## src/csr_pkg.sv

```systemverilog
////////////////////
// csr package
// shared csr op type, machine csr addresses,
// writable-bit masks and the system opcode
////////////////////

package csr_pkg;

    // csr operation after decode, immediate forms fold into the same three
    typedef enum logic [1:0] {
        CSR_NONE = 2'd0,  // no csr op this cycle
        CSR_RW   = 2'd1,  // write
        CSR_RS   = 2'd2,  // set bits
        CSR_RC   = 2'd3   // clear bits
    } csr_op_e;

    // fixed by the isa
    localparam int CSR_ADDR_W = 12;

    // machine-mode csr addresses
    localparam logic [CSR_ADDR_W-1:0] ADDR_MSTATUS  = 12'h300;
    localparam logic [CSR_ADDR_W-1:0] ADDR_MIE      = 12'h304;
    localparam logic [CSR_ADDR_W-1:0] ADDR_MTVEC    = 12'h305;
    localparam logic [CSR_ADDR_W-1:0] ADDR_MSCRATCH = 12'h340;
    localparam logic [CSR_ADDR_W-1:0] ADDR_MEPC     = 12'h341;
    localparam logic [CSR_ADDR_W-1:0] ADDR_MCAUSE   = 12'h342;

    // writable bits per csr
    // mstatus: mie (3) and mpie (7) only
    localparam logic [31:0] MASK_MSTATUS = 32'h0000_0088;
    // mie: msie, mtie, meie
    localparam logic [31:0] MASK_MIE     = 32'h0000_0888;
    // mtvec base is word aligned, mode bits tied to direct
    localparam logic [31:0] MASK_MTVEC   = 32'hffff_fffc;
    // no compressed support so epc stays word aligned
    localparam logic [31:0] MASK_MEPC    = 32'hffff_fffc;

    // major opcode of csr and other system instructions
    localparam logic [6:0] OPC_SYSTEM = 7'h73;

endpackage

```

## src/csr_req_if.sv

```systemverilog
////////////////////
// csr request bundle
// one decoded csr op, decoder to execution unit
////////////////////

interface csr_req_if #(
    parameter int DATA_W     = 32,
    parameter int REG_ADDR_W = 5
);

    logic                              valid;     // csr instruction present
    csr_pkg::csr_op_e                  op;        // write / set / clear
    logic [DATA_W-1:0]                 op1;       // rs1 data or zimm
    logic [csr_pkg::CSR_ADDR_W-1:0]    csr_addr;  // target csr
    logic [REG_ADDR_W-1:0]             rd;        // write-back register
    logic                              csr_we;    // csr gets written
    logic                              reg_we;    // rd gets old value

    // decoder side
    modport src (
        output valid, op, op1, csr_addr, rd, csr_we, reg_we
    );

    // execution unit side
    modport dst (
        input valid, op, op1, csr_addr, rd, csr_we, reg_we
    );

endinterface

```

## src/csr_decode.sv

```systemverilog
////////////////////
// csr decoder
// zicsr instruction to csr request, purely combinational
////////////////////

module csr_decode #(
    parameter int DATA_W     = 32,
    parameter int REG_ADDR_W = 5
) (
    input  logic              instr_valid_i,
    input  logic [31:0]       instr_i,
    input  logic [DATA_W-1:0] rs1_data_i,
    csr_req_if.src            req
);

    // funct3 codes of the six csr instructions
    typedef enum logic [2:0] {
        F3_CSRRW  = 3'b001,
        F3_CSRRS  = 3'b010,
        F3_CSRRC  = 3'b011,
        F3_CSRRWI = 3'b101,
        F3_CSRRSI = 3'b110,
        F3_CSRRCI = 3'b111
    } funct3_e;

    logic [6:0]                     opcode;
    funct3_e                        funct3;
    logic [4:0]                     src_field;  // rs1 index or zimm
    logic [REG_ADDR_W-1:0]          rd_field;
    logic [csr_pkg::CSR_ADDR_W-1:0] csr_field;
    logic                           imm_form;   // funct3 5..7
    logic                           is_csr;     // funct3 is a csr code
    csr_pkg::csr_op_e               op_dec;
    logic                           valid;

    // instruction fields
    assign opcode    = instr_i[6:0];
    assign funct3    = funct3_e'(instr_i[14:12]);
    assign src_field = instr_i[19:15];
    assign rd_field  = instr_i[7 +: REG_ADDR_W];
    assign csr_field = instr_i[31:20];
    assign imm_form  = instr_i[14];

    always_comb begin
        is_csr = 1'b1;
        op_dec = csr_pkg::CSR_NONE;
        case (funct3)
            F3_CSRRW, F3_CSRRWI: op_dec = csr_pkg::CSR_RW;
            F3_CSRRS, F3_CSRRSI: op_dec = csr_pkg::CSR_RS;
            F3_CSRRC, F3_CSRRCI: op_dec = csr_pkg::CSR_RC;
            default:             is_csr = 1'b0;  // ecall/ebreak/mret space, not ours
        endcase
    end

    assign valid = instr_valid_i & (opcode == csr_pkg::OPC_SYSTEM) & is_csr;

    assign req.valid    = valid;
    assign req.op       = valid ? op_dec : csr_pkg::CSR_NONE;
    assign req.op1      = imm_form ? DATA_W'(src_field) : rs1_data_i;  // zimm zero-extended
    assign req.csr_addr = csr_field;
    assign req.rd       = rd_field;

    // set/clear with x0 or zimm of 0 must not write the csr
    assign req.csr_we = valid & ((op_dec == csr_pkg::CSR_RW) | (src_field != 5'd0));
    assign req.reg_we = valid & (rd_field != '0);  // rd = x0 drops write-back

endmodule

```

## src/csr_regfile.sv

```systemverilog
////////////////////
// machine csr file
// six m-mode csrs, masked writes,
// async read with bypass of the pending write
////////////////////

module csr_regfile #(
    parameter int DATA_W = 32
) (
    input  logic                           clk,
    input  logic                           reset_i,
    // read port
    input  logic [csr_pkg::CSR_ADDR_W-1:0] raddr_i,
    output logic [DATA_W-1:0]              rdata_o,
    // write port, from the registered exu outputs
    input  logic                           we_i,
    input  logic [csr_pkg::CSR_ADDR_W-1:0] waddr_i,
    input  logic [DATA_W-1:0]              wdata_i
);

    logic [DATA_W-1:0] mstatus_q;
    logic [DATA_W-1:0] mie_q;
    logic [DATA_W-1:0] mtvec_q;
    logic [DATA_W-1:0] mscratch_q;
    logic [DATA_W-1:0] mepc_q;
    logic [DATA_W-1:0] mcause_q;

    logic [DATA_W-1:0] wmask;     // writable bits of the write target
    logic [DATA_W-1:0] wdata_m;   // write data after masking
    logic [DATA_W-1:0] rd_array;  // stored value at raddr
    logic              bypass;

    // per-address write mask, zero for unknown csrs
    always_comb begin
        case (waddr_i)
            csr_pkg::ADDR_MSTATUS:  wmask = DATA_W'(csr_pkg::MASK_MSTATUS);
            csr_pkg::ADDR_MIE:      wmask = DATA_W'(csr_pkg::MASK_MIE);
            csr_pkg::ADDR_MTVEC:    wmask = DATA_W'(csr_pkg::MASK_MTVEC);
            csr_pkg::ADDR_MSCRATCH: wmask = '1;  // fully writable
            csr_pkg::ADDR_MEPC:     wmask = DATA_W'(csr_pkg::MASK_MEPC);
            csr_pkg::ADDR_MCAUSE:   wmask = '1;
            default:                wmask = '0;
        endcase
    end

    assign wdata_m = wdata_i & wmask;

    // storage, one write per edge
    always_ff @(posedge clk) begin
        if (reset_i) begin
            mstatus_q  <= '0;
            mie_q      <= '0;
            mtvec_q    <= '0;
            mscratch_q <= '0;
            mepc_q     <= '0;
            mcause_q   <= '0;
        end else if (we_i) begin
            case (waddr_i)
                csr_pkg::ADDR_MSTATUS:  mstatus_q  <= wdata_m;
                csr_pkg::ADDR_MIE:      mie_q      <= wdata_m;
                csr_pkg::ADDR_MTVEC:    mtvec_q    <= wdata_m;
                csr_pkg::ADDR_MSCRATCH: mscratch_q <= wdata_m;
                csr_pkg::ADDR_MEPC:     mepc_q     <= wdata_m;
                csr_pkg::ADDR_MCAUSE:   mcause_q   <= wdata_m;
                default: ;  // unknown csr, write dropped
            endcase
        end
    end

    // read mux
    always_comb begin
        case (raddr_i)
            csr_pkg::ADDR_MSTATUS:  rd_array = mstatus_q;
            csr_pkg::ADDR_MIE:      rd_array = mie_q;
            csr_pkg::ADDR_MTVEC:    rd_array = mtvec_q;
            csr_pkg::ADDR_MSCRATCH: rd_array = mscratch_q;
            csr_pkg::ADDR_MEPC:     rd_array = mepc_q;
            csr_pkg::ADDR_MCAUSE:   rd_array = mcause_q;
            default:                rd_array = '0;  // unknown reads as zero
        endcase
    end

    // write lands one edge late, so a back-to-back op on the same csr
    // must see the pending data
    assign bypass  = we_i & (waddr_i == raddr_i);
    assign rdata_o = bypass ? wdata_m : rd_array;  // masked, unknown stays zero

endmodule

```

## src/exu_csr_unit.sv

```systemverilog
////////////////////
// csr execution unit
// write/set/clear of the csr value, old value as
// write-back, output stage held by wb_ready_i
////////////////////

module exu_csr_unit #(
    parameter int DATA_W     = 32,
    parameter int REG_ADDR_W = 5
) (
    input  logic                           clk,
    input  logic                           reset_i,
    csr_req_if.dst                         req,
    // csr file read port
    output logic [csr_pkg::CSR_ADDR_W-1:0] csr_raddr_o,
    input  logic [DATA_W-1:0]              csr_rdata_i,
    // control
    input  logic                           int_assert_i,  // cancels this cycle's op
    input  logic                           wb_ready_i,    // write-back can take a result
    output logic                           csr_stall_o,
    // csr file write port
    output logic [DATA_W-1:0]              csr_wdata_o,
    output logic                           csr_we_o,
    output logic [csr_pkg::CSR_ADDR_W-1:0] csr_waddr_o,
    // general register write-back
    output logic [DATA_W-1:0]              reg_wdata_o,
    output logic [REG_ADDR_W-1:0]          reg_waddr_o,
    output logic                           reg_we_o
);

    logic [DATA_W-1:0] csr_wdata_nxt;
    logic [DATA_W-1:0] reg_wdata_nxt;
    logic              csr_we_nxt;
    logic              reg_we_nxt;

    assign csr_raddr_o = req.csr_addr;  // read the target csr straight away

    // next csr value and write-back value
    always_comb begin
        csr_wdata_nxt = '0;
        reg_wdata_nxt = '0;
        csr_we_nxt    = 1'b0;
        reg_we_nxt    = 1'b0;
        if (!int_assert_i && req.valid) begin  // interrupt wins, everything zero
            reg_wdata_nxt = csr_rdata_i;  // old value goes to rd
            csr_we_nxt    = req.csr_we;
            reg_we_nxt    = req.reg_we;
            case (req.op)
                csr_pkg::CSR_RW: csr_wdata_nxt = req.op1;
                csr_pkg::CSR_RS: csr_wdata_nxt = csr_rdata_i | req.op1;
                csr_pkg::CSR_RC: csr_wdata_nxt = csr_rdata_i & ~req.op1;
                default:         csr_wdata_nxt = '0;
            endcase
        end
    end

    // output stage, loads every ready cycle, idle result included
    always_ff @(posedge clk) begin
        if (reset_i) begin
            csr_wdata_o <= '0;
            csr_we_o    <= 1'b0;
            csr_waddr_o <= '0;
            reg_wdata_o <= '0;
            reg_waddr_o <= '0;
            reg_we_o    <= 1'b0;
        end else if (wb_ready_i) begin
            csr_wdata_o <= csr_wdata_nxt;
            csr_we_o    <= csr_we_nxt;
            csr_waddr_o <= req.csr_addr;  // addresses pass through as is
            reg_wdata_o <= reg_wdata_nxt;
            reg_waddr_o <= req.rd;
            reg_we_o    <= reg_we_nxt;
        end
    end

    // held csr write while write-back is not ready
    assign csr_stall_o = csr_we_o & ~wb_ready_i;

endmodule

```

## src/csr_top.sv

```systemverilog
////////////////////
// csr slice top
// decoder, csr file and csr execution unit
////////////////////

module csr_top #(
    parameter int DATA_W     = 32,
    parameter int REG_ADDR_W = 5
) (
    input  logic                  clk,
    input  logic                  reset_i,
    // instruction side
    input  logic                  instr_valid_i,
    input  logic [31:0]           instr_i,
    input  logic [DATA_W-1:0]     rs1_data_i,
    input  logic                  int_assert_i,
    // write-back side
    input  logic                  wb_ready_i,
    output logic [DATA_W-1:0]     reg_wdata_o,
    output logic [REG_ADDR_W-1:0] reg_waddr_o,
    output logic                  reg_we_o,
    output logic                  csr_stall_o
);

    // csr file read port
    logic [csr_pkg::CSR_ADDR_W-1:0] csr_raddr;
    logic [DATA_W-1:0]              csr_rdata;

    // csr file write port, registered in the exu
    logic                           csr_we;
    logic [csr_pkg::CSR_ADDR_W-1:0] csr_waddr;
    logic [DATA_W-1:0]              csr_wdata;

    // decoded request
    csr_req_if #(
        .DATA_W     (DATA_W),
        .REG_ADDR_W (REG_ADDR_W)
    ) u_req ();

    csr_decode #(
        .DATA_W     (DATA_W),
        .REG_ADDR_W (REG_ADDR_W)
    ) u_decode (
        .instr_valid_i (instr_valid_i),
        .instr_i       (instr_i),
        .rs1_data_i    (rs1_data_i),
        .req           (u_req)
    );

    csr_regfile #(
        .DATA_W (DATA_W)
    ) u_regfile (
        .clk     (clk),
        .reset_i (reset_i),
        .raddr_i (csr_raddr),
        .rdata_o (csr_rdata),
        .we_i    (csr_we),
        .waddr_i (csr_waddr),
        .wdata_i (csr_wdata)
    );

    exu_csr_unit #(
        .DATA_W     (DATA_W),
        .REG_ADDR_W (REG_ADDR_W)
    ) u_exu (
        .clk          (clk),
        .reset_i      (reset_i),
        .req          (u_req),
        .csr_raddr_o  (csr_raddr),
        .csr_rdata_i  (csr_rdata),
        .int_assert_i (int_assert_i),
        .wb_ready_i   (wb_ready_i),
        .csr_stall_o  (csr_stall_o),
        .csr_wdata_o  (csr_wdata),
        .csr_we_o     (csr_we),
        .csr_waddr_o  (csr_waddr),
        .reg_wdata_o  (reg_wdata_o),
        .reg_waddr_o  (reg_waddr_o),
        .reg_we_o     (reg_we_o)
    );

endmodule

```

## config.mk

```make
export PLATFORM = sky130hd
export DESIGN_NAME = csr_top
export DESIGN_NICKNAME = d
export VERILOG_FILES = /design/src/csr_pkg.sv /design/src/csr_req_if.sv /design/src/csr_decode.sv /design/src/csr_regfile.sv /design/src/exu_csr_unit.sv /design/src/csr_top.sv
export SDC_FILE = /design/constraint.sdc
export NUM_CORES = 1
export LEC_CHECK = 0
export BUFFER_PORTS_ARGS = -buffer_cell sky130_fd_sc_hd__buf_4
export CELL_PAD_IN_SITES_DETAIL_PLACEMENT = 0
export CELL_PAD_IN_SITES_GLOBAL_PLACEMENT = 2
export CORE_ASPECT_RATIO = 0.6
export CORE_MARGIN = 2
export CORE_UTILIZATION = 27
export CTS_CLUSTER_SIZE = 28
export DETAILED_ROUTE_END_ITERATION = 16
export PLACE_DENSITY = 0.68
export SYNTH_ARGS = -nofsm -noshare
export SYNTH_HDL_FRONTEND = slang
export SYNTH_SLANG_ARGS = --single-unit
```

## constraint.sdc

```tcl
create_clock -name clk -period 5.82 [get_ports clk]
set_clock_uncertainty 0.1 [all_clocks]
set_input_delay 0.291 -clock clk [delete_from_list [all_inputs] [get_ports clk]]
set_output_delay 0.291 -clock clk [all_outputs]
set_load 0.05 [all_outputs]
```

# Word level (Yosys, flattened, before mapping)
# Cells that the tools add are included.
# word_totals
output_inout_bits	39
inputBits	69
reg_bits	275
# op_classes
reduce_logical	16
n_mux	12
n_eq_ne	24
bitwise	12
# ops
cell	n
one-hot mux 32 bit (6 select lines)	1
equality test 12 x 10 -> 1 bit, second input constant	12
two-way mux 32 bit	4
one-hot mux 32 bit (4 select lines)	1
one-hot mux 32 bit (3 select lines)	1
AND 32 bit	2
NOT 32 bit	1
OR 32 bit	1
equality test 12 bit	1
AND reduction 2 bit	6
nonzero test 5 bit	2
OR reduction 2 bit	5
equality test 3 bit, second input constant	3
equality test 7 bit, second input constant	1
AND 1 bit	6
equality test 3 x 2 -> 1 bit, second input constant	2
one-hot mux 2 bit (3 select lines)	1
OR reduction 6 bit	1
equality test 2 x 1 -> 1 bit, second input constant	2
equality test 2 bit, second input constant	2
equality test 3 x 1 -> 1 bit, second input constant	1
two-way mux 1 bit	3
two-way mux 2 bit	1
logical AND 1 bit	1
3 further kinds	3

# Depth between registers and ports, before layout
# Gate-level depths: netlist of the first run.
# depth
ltp_word	8
mapped_depth	8

# By module
# From an unflattened synthesis of the first run, not the netlist that was laid out.
# unflattened
hier_cells	1478
area_unflattened_um2	13108.8
# modules_own_cells
module	instances	area_each_um2	seq_area_each_um2	cells_each
csr_regfile	1	8862.2	3843.7	989
exu_csr_unit	1	3787.4	1661.6	426
csr_decode	1	459.2	0.0	63

# Least setup slack after synthesis of the first run
# OpenSTA, ideal clock, no wires.
# synth_path
kind	reg2reg
startpoint	reg u_exu.csr_waddr_o[2] in the netlist's numbering
endpoint	reg u_exu.csr_wdata_o[16]
path_stages_with_launch	9
n_path_buf	3
required_ns	5.625
setup_ns	0.095
arrival_time_ns	2.302
slack_ns	3.323
path_cell_list	dfxtp_1 -> clkbuf_1 -> xnor2_1 -> nand3_1 -> nor4_1 -> clkbuf_1 -> clkbuf_1 -> a31oi_1 -> a221oi_1
# synth_via
elab_chain_cells	8
# synth_lines
item	line_no	text
start, declared	exu_csr_unit.sv:24	output logic [csr_pkg::CSR_ADDR_W-1:0] csr_waddr_o,
start signal, assigned	exu_csr_unit.sv:69	csr_waddr_o <= req.csr_addr;
equality test 12 x 10 -> 1 bit	csr_regfile.sv:35	case (waddr_i)
OR reduction 2 bit (no source line)	-	
one-hot mux 32 bit (4 select lines)	csr_regfile.sv:35	
AND 32 bit	csr_regfile.sv:46	assign wdata_m = wdata_i & wmask;
two-way mux 32 bit *	csr_regfile.sv:86	assign rdata_o = bypass ? wdata_m : rd_array;
AND 32 bit or OR 32 bit (tied branches)	exu_csr_unit.sv:51, exu_csr_unit.sv:50	
one-hot mux 32 bit (3 select lines) *	exu_csr_unit.sv:48	case (req.op)
two-way mux 32 bit *	exu_csr_unit.sv:44	if (!int_assert_i && req.valid) begin
end signal, assigned	exu_csr_unit.sv:67	csr_wdata_o <= csr_wdata_nxt;
end, declared	exu_csr_unit.sv:22	output logic [DATA_W-1:0] csr_wdata_o,
# Mark *: on every way between the ends. The rest lies on a longest branch, timed or not.
# A chain may end at the register's enable or synchronous reset.

# Final worst setup path of the first run
# layout_path
startpoint	in instr_i[31]
endpoint	reg u_exu.csr_wdata_o[14]
# layout_via
elab_chain_cells	6
# layout_lines
item	line_no	text
start, declared	csr_top.sv:14	input logic [31:0] instr_i,
equality test 12 x 10 -> 1 bit or equality test 12 bit (tied branches)	csr_regfile.sv:72, csr_regfile.sv:85	
one-hot mux 32 bit (6 select lines) or AND 1 bit (tied branches)	csr_regfile.sv:72, csr_regfile.sv:85	
two-way mux 32 bit *	csr_regfile.sv:86	
AND 32 bit or OR 32 bit (tied branches)	exu_csr_unit.sv:51, exu_csr_unit.sv:50	
one-hot mux 32 bit (3 select lines) *	exu_csr_unit.sv:48	
two-way mux 32 bit *	exu_csr_unit.sv:44	
# Marks and branches as above.

==> flow_summary_export.csv, run 1 <==
group,metric,value,unit
routing,route.detailed.drc,0,
global_route,grt_max_degree,85,
place,gp_congestion,0.749,
global_route,busiest_layer,"met2",
sta,hold_viol,0,
clock_tree,htreeDepth,1,
clock_tree,clock_latency,0.57,ns
routing,drt_pass1_iterations,8,
sta,fin_crit_sh,0.628,
outcome,status,"complete, no violations",
routing,ant_nets,0,
worst_setup_path,startpoint_type,"primary input",
sta,setup_viol,0,
clock_tree,numCtsBuffers,29,
clock_tree,cts_tree,"done",
synth,synth.largest_area_cell,"dfxtp_1",
clock_tree,cts_setup_buffers,0,
clock_tree,cts_resized,0,
synth,synthCells,1509,
synth,synthArstFlopShare,0,
worst_setup_path,crit_type,"in2reg",
cells_and_area,fillers,4863,
power,pwr-share-seq,0.470,
cells_and_area,seq_area,5510,um2
synth,ys.flop_type,"dfxtp_1",
sta,slew_headroom,0.124,
synth,avgSynthCellArea,8.44,um2
worst_setup_path,required,6.18,ns
routing,routed_wl,49600,um
cells_and_area,final_nets,1627,
global_route,antenna_found_initial,1,
synth,mappedNetlistArea,12700,um2
worst_setup_path,arrival,4.02,ns
synth,synth_common_cells,"dfxtp_1, nand2_1, a21oi_1, clkbuf_1, nand3_1",
place,dp.final_hpwl,29300,um
synth,synth-adder-area-share,0,
cells_and_area,synthToLayoutAreaGrowth,19.4,%
cells_and_area,drive_gt1_frac,0.156,
floorplan,boundaryPins,108,
power,power_switching,0.000974,W
power,clock_power_share,0.474,
floorplan,core_area,46400,um2
global_route,grtUsageMet3,0.0265,
worst_setup_path,path_max_fanout,15,
cells_and_area,multi_input_area,6660,um2
sta,fmax,0.274,GHz
power,p_sw_frac,0.241,
routing,routedWlPerCell,22.4,um
worst_setup_path,end_kind,"flip-flop",
sta,tns,0,ns
floorplan,start_util,0.274,
synth,synthMuxAreaShare,0.0777,
floorplan,dieArea,49000,um2
synth,yosys_warnings,0,
synth,yosysTopAreaCellShare,0.432,
global_route,grt_pass1_wl,73600,um
power,power_density,266,nW/um2
worst_setup_path,slowest_stage,"nor4b_4",
power,comb_power_share,0.057,
synth,synth-edff-count,0,
clock_tree,clkSinkCount,275,
global_route,grt_pass1_vias,10998,
power,p_leak,5.37,nW
power,vdd_drop_max,0.000191,V
power,p_int,0.00306,W
synth,synth_compound_area_frac,0.184,
floorplan,rows,61,
synth,synth_top_family_by_area,"simple AND/OR/NAND/NOR gates",
routing,drt_iter0_markers,1092,
routing,viasPerCell,5.28,
place,placement.io_buffers,107,
clock_tree,path_clk_slew,0.07,ns
synth,synth_nets,1578,
global_route,met2_usage,0.314,
place,post-place-ws,1.69,ns
sta,rsz0062_at_grt,"no",
floorplan,die-width,284,um
sta,worst_slack,2.17,ns
synth,yosysMostFrequentCell,"dfxtp_1",
run,cap_violations,0,
clock_tree,clockBufferDepth,3,
synth,yosys.area_share.simple,0.249,
worst_setup_path,worstPathCellList,"dlygate4sd3_1 > buf_4 > nand4bb_1 > nor4b_4 > a222oi_1 > or4b_1 > a221oi_1",
clock_tree,clk_root_buffer_cell,"clkbuf_16",
synth,synth-xor-area-share,0.00963,
sta,finalMaxSlewViolations,0,
routing,num_vias,11665,
global_route,grt_usage,0.198,
sta,worst_pin_slew,1.31,ns
synth,synthTopCellsByArea,"dfxtp_1, nand2_1, a21oi_1",
worst_setup_path,slowest_delay,1.28,ns
global_route,grt_remaining_overflow,0,
synth,ys_seq_elements,275,
sta,fin_crit,3.65,ns
global_route,gr-usage-met1,0.287,
power,p_total,0.00404,W
hold_path,min_path_type,"in2reg",
floorplan,die_h,172,um
synth,yosysUniqueCellTypes,59,
synth,ys_seq_area_frac,0.432,
[layout by cell type (no fill, tap or decap), types with 21 or more instances in the layout]
cell type and instances:
nand3_1 88, mux2i_1 64, nand2b_1 27, buf_4 134, o2bb2ai_1 24, nand2_1 273, a21oi_1 155, o21ai_0 40
clkbuf_16 29, dfxtp_1 275, and3_1 66, or4b_1 21, nor2_1 59, dlygate4sd3_1 21, a222oi_1 23, mux2_2 31
a31oi_1 24
[metal layers]
layer,part of all wire,up-vias
li1,-,5545
met1,0.49,5755
met2,0.44,310
met3,0.055,55
met4,0.017,0
met5,0,-
[sequential cells by signal, indices dropped and copies added, names as in the netlist]
name / cells
u_exu.csr_waddr_o: 12
u_exu.csr_wdata_o: 32
u_exu.csr_we_o: 1
u_exu.reg_waddr_o: 5
u_exu.reg_wdata_o: 32
u_exu.reg_we_o: 1
u_regfile.mcause_q: 32
u_regfile.mepc_q: 32
u_regfile.mie_q: 32
u_regfile.mscratch_q: 32
u_regfile.mstatus_q: 32
u_regfile.mtvec_q: 32
[final cells by class]
cell class              instances  area share
diodes                          1    0.000165
clock buffers                  41      0.0553
clock inverters                12     0.00765
inverters                      12     0.00296
multi-input cells            1083       0.438
flip-flops and latches        275       0.362
well taps                     630      0.0518
repair buffers                157      0.0821
[worst paths after layout]
path / start / endpoint / slack [ns] / cells past startpoint
max: instr_i[31] / u_exu.csr_wdata_o[14]$_SDFFE_PP0P_ / 2.17 / 7
min: instr_i[15] / u_exu.csr_we_o$_SDFFE_PP0P_ / 0.01 / 4
max reg2reg: u_exu.csr_waddr_o[3]$_SDFFE_PP0P_ / u_exu.csr_wdata_o[14]$_SDFFE_PP0P_ / 2.84 / 6
min reg2reg: u_regfile.mepc_q[7]$_SDFFE_PP0P_ / u_regfile.mepc_q[7]$_SDFFE_PP0P_ / 0.35 / 2
[metrics by stage]
step / hold WS, ns / cells / instance area (um2) / utilization
global route: 0.0569 / 2210 / 15200 / 0.328
global placement: 0.338 / 2136 / 14000 / 0.302
CTS: 0.00306 / 2210 / 15200 / 0.328
detailed placement: 0.346 / 2136 / 14000 / 0.302
finish: 0.0140 / 2211 / 15200 / 0.328
floorplan: 0.331 / 1509 / 12700 / -
[logic make-up after synthesis]
group,count (synthesis)
AO/OA/AOI/OAI,348
XOR/XNOR,14
buffers and inverters,151
flip-flops,275
multiplexers,95
AND/OR/NAND/NOR,626
[worst max-delay path: cells and delay by family]
| kind | cells | cell delay [ns] |
|---|---|---|
| and+or+nand+nor | 3 | 2.39 |
| AOI/OAI and AO/OA | 2 | 0.62 |
| buffers and inverters | 2 | 0.69 |
[power groups by stage]
stage,logic (W),clock network [W],registers (W)
3_3_place_gp,0.000217,0,0.00194
4_1_cts,0.000230,0.00195,0.00190
5_1_grt,0.000242,0.00203,0.00190
6_report,0.000228,0.00191,0.00190
2_1_floorplan,0.000112,0,0.00194
3_5_place_dp,0.000218,0,0.00194
[repair_timing]
action                                  in CTS  in global routing
hold buffers                                21                  0
hold endpoints to repair                    20                  0
endpoints found under the setup margin       0                  0
Power figures use the tool's default switching activity.
==> run 2: changes to the inputs <==
--- a/config.mk
+++ b/config.mk
@@ -13,7 +13,7 @@
 export CORE_UTILIZATION = 27
 export CTS_CLUSTER_SIZE = 28
 export DETAILED_ROUTE_END_ITERATION = 16
-export PLACE_DENSITY = 0.68
+export PLACE_DENSITY = 0.7
 export SYNTH_ARGS = -nofsm -noshare
 export SYNTH_HDL_FRONTEND = slang
 export SYNTH_SLANG_ARGS = --single-unit
==> constraint.sdc (replaced) <==
create_clock -name clk -period 3.15 [get_ports clk]
set_clock_uncertainty 0.1 [all_clocks]
set_input_delay 0.1575 -clock clk [delete_from_list [all_inputs] [get_ports clk]]
set_output_delay 0.1575 -clock clk [all_outputs]
set_load 0.05 [all_outputs]
==> flow_summary_export.csv, run 2 (same netlist as run 1, synthesis figures left out) <==
group,metric,value,unit
outcome,status,"complete, no violations",
place,gp_congestion,0.805,
floorplan,dieArea,49000,um2
sta,hold_viol,0,
hold_path,min_path_type,"in2reg",
sta,rsz0062_at_grt,"no",
worst_setup_path,startpoint_type,"primary input",
global_route,antenna_found_initial,1,
clock_tree,path_clk_slew,0.06,ns
global_route,grt_usage,0.199,
floorplan,boundaryPins,108,
floorplan,die-width,284,um
clock_tree,clock_latency,0.56,ns
sta,setup_viol,0,
worst_setup_path,arrival,3.07,ns
clock_tree,numCtsBuffers,29,
clock_tree,htreeDepth,1,
global_route,grt_remaining_overflow,0,
floorplan,core_area,46400,um2
worst_setup_path,path_max_fanout,15,
power,comb_power_share,0.065,
routing,routedWlPerCell,22.0,um
worst_setup_path,crit_type,"in2reg",
sta,tns,0,ns
sta,fin_crit_sh,0.860,
clock_tree,clockBufferDepth,3,
sta,worst_pin_slew,0.859,ns
clock_tree,cts_tree,"done",
place,dpl.cell_count,2153,
worst_setup_path,reg2reg_slack,0.59,ns
sta,finalMaxSlewViolations,0,
routing,ant_nets,0,
cells_and_area,synthToLayoutAreaGrowth,23.7,%
power,power_switching,0.00175,W
sta,fin_crit,2.71,ns
cells_and_area,final_nets,1683,
power,clock_power_share,0.460,
floorplan,start_util,0.274,
worst_setup_path,required,3.51,ns
routing,route.detailed.drc,0,
power,p_sw_frac,0.238,
worst_setup_path,end_kind,"flip-flop",
cells_and_area,instances_no_fill,2262,
power,pwr-share-seq,0.475,
power,p_leak,5.63,nW
routing,routed_wl,49900,um
global_route,grt_pass1_vias,11526,
run,cap_violations,0,
cells_and_area,mostFrequentLayoutCells,"dfxtp_1, nand2_1, a21oi_1",
clock_tree,clk_root_buffer_cell,"clkbuf_16",
floorplan,rows,61,
routing,viasPerCell,5.31,
sta,slew_headroom,0.422,
clock_tree,cts_resized,0,
routing,num_vias,12004,
place,dp.final_hpwl,30500,um
clock_tree,clkSinkCount,275,
power,p_int,0.00562,W
global_route,grt_pass1_wl,74500,um
sta,fmax,0.369,GHz
power,power_density,468,nW/um2
routing,drt_iter0_markers,1236,
power,vdd_drop_max,0.000351,V
cells_and_area,layout_commonest_cell,"dfxtp_1",
place,placement.io_buffers,107,
routing,drt_pass1_iterations,6,
global_route,grt_max_degree,130,
floorplan,die_h,172,um
cells_and_area,drive_gt1_frac,0.156,
run 2: routing by layer:
metal | vias up | part of all wire | GRT usage
met4 | 0 | 0.016 | 0.0389
met3 | 55 | 0.062 | 0.0251
met1 | 5882 | 0.48 | 0.292
met2 | 405 | 0.44 | 0.312
li1 | 5662 | - | -
met5 | - | 0 | 0
run 2: cell type report:
type | count | area, um2
Timing Repair Buffer | 213 | 1850
Sequential cell | 275 | 5510
Clock buffer | 42 | 815
Inverter | 12 | 45.0
Tap cell | 630 | 788
Multi-Input combinational cell | 1083 | 6660
Fill cell | 4813 | 30700
Clock inverter | 6 | 80.1
Antenna cell | 1 | 2.50
run 2: final timing paths:
path                                                          start                             endpoint  cells after the start
worst max-delay path                                    instr_i[24]   u_exu.csr_wdata_o[20]$_SDFFE_PP0P_                      8
worst min-delay path                                 rs1_data_i[31]   u_exu.csr_wdata_o[31]$_SDFFE_PP0P_                      4
worst max register to register    u_exu.csr_waddr_o[0]$_SDFFE_PP0P_   u_exu.reg_wdata_o[13]$_SDFFE_PP0P_                      6
worst min register to register  u_regfile.mcause_q[29]$_SDFFE_PP0P_  u_regfile.mcause_q[29]$_SDFFE_PP0P_                      2
run 2: timing repair:
item,in CTS,in global routing
hold buffers,60,0
setup buffers,0,0
hold endpoints to repair,72,0
run 2: critical path: stages:
cell,delay [ns]
dlygate4sd3_1,0.54
buf_4,0.16
or4_4,0.65
nor4b_4,0.28
buf_4,0.31
a222oi_1,0.17
or4b_1,0.51
a221oi_1,0.27
run 2: stage by stage:
step / util / hold WS [ns] / power, W / worst slack (ns) / cell area (um2)
final: 0.339 / 0.00747 / 0.00737 / 0.442 / 15700
after global routing: 0.339 / 0.0248 / 0.00763 / 0.314 / 15700
after CTS: 0.339 / 0.00570 / 0.00746 / 0.525 / 15700
after detailed placement: 0.307 / 0.321 / 0.00400 / 0.494 / 14200
after global placement: 0.307 / 0.305 / 0.00400 / 0.503 / 14200
after floorplan: - / 0.205 / 0.00380 / 0.653 / 12700
run 2: power by group through the flow:
stage | Sequential, W | Combinational (W) | Clock (W)
finish | 0.00350 | 0.000478 | 0.00339
global route | 0.00350 | 0.000506 | 0.00361
CTS | 0.00350 | 0.000478 | 0.00348
detailed placement | 0.00358 | 0.000417 | 0
global placement | 0.00358 | 0.000415 | 0
floorplan | 0.00359 | 0.000207 | 0
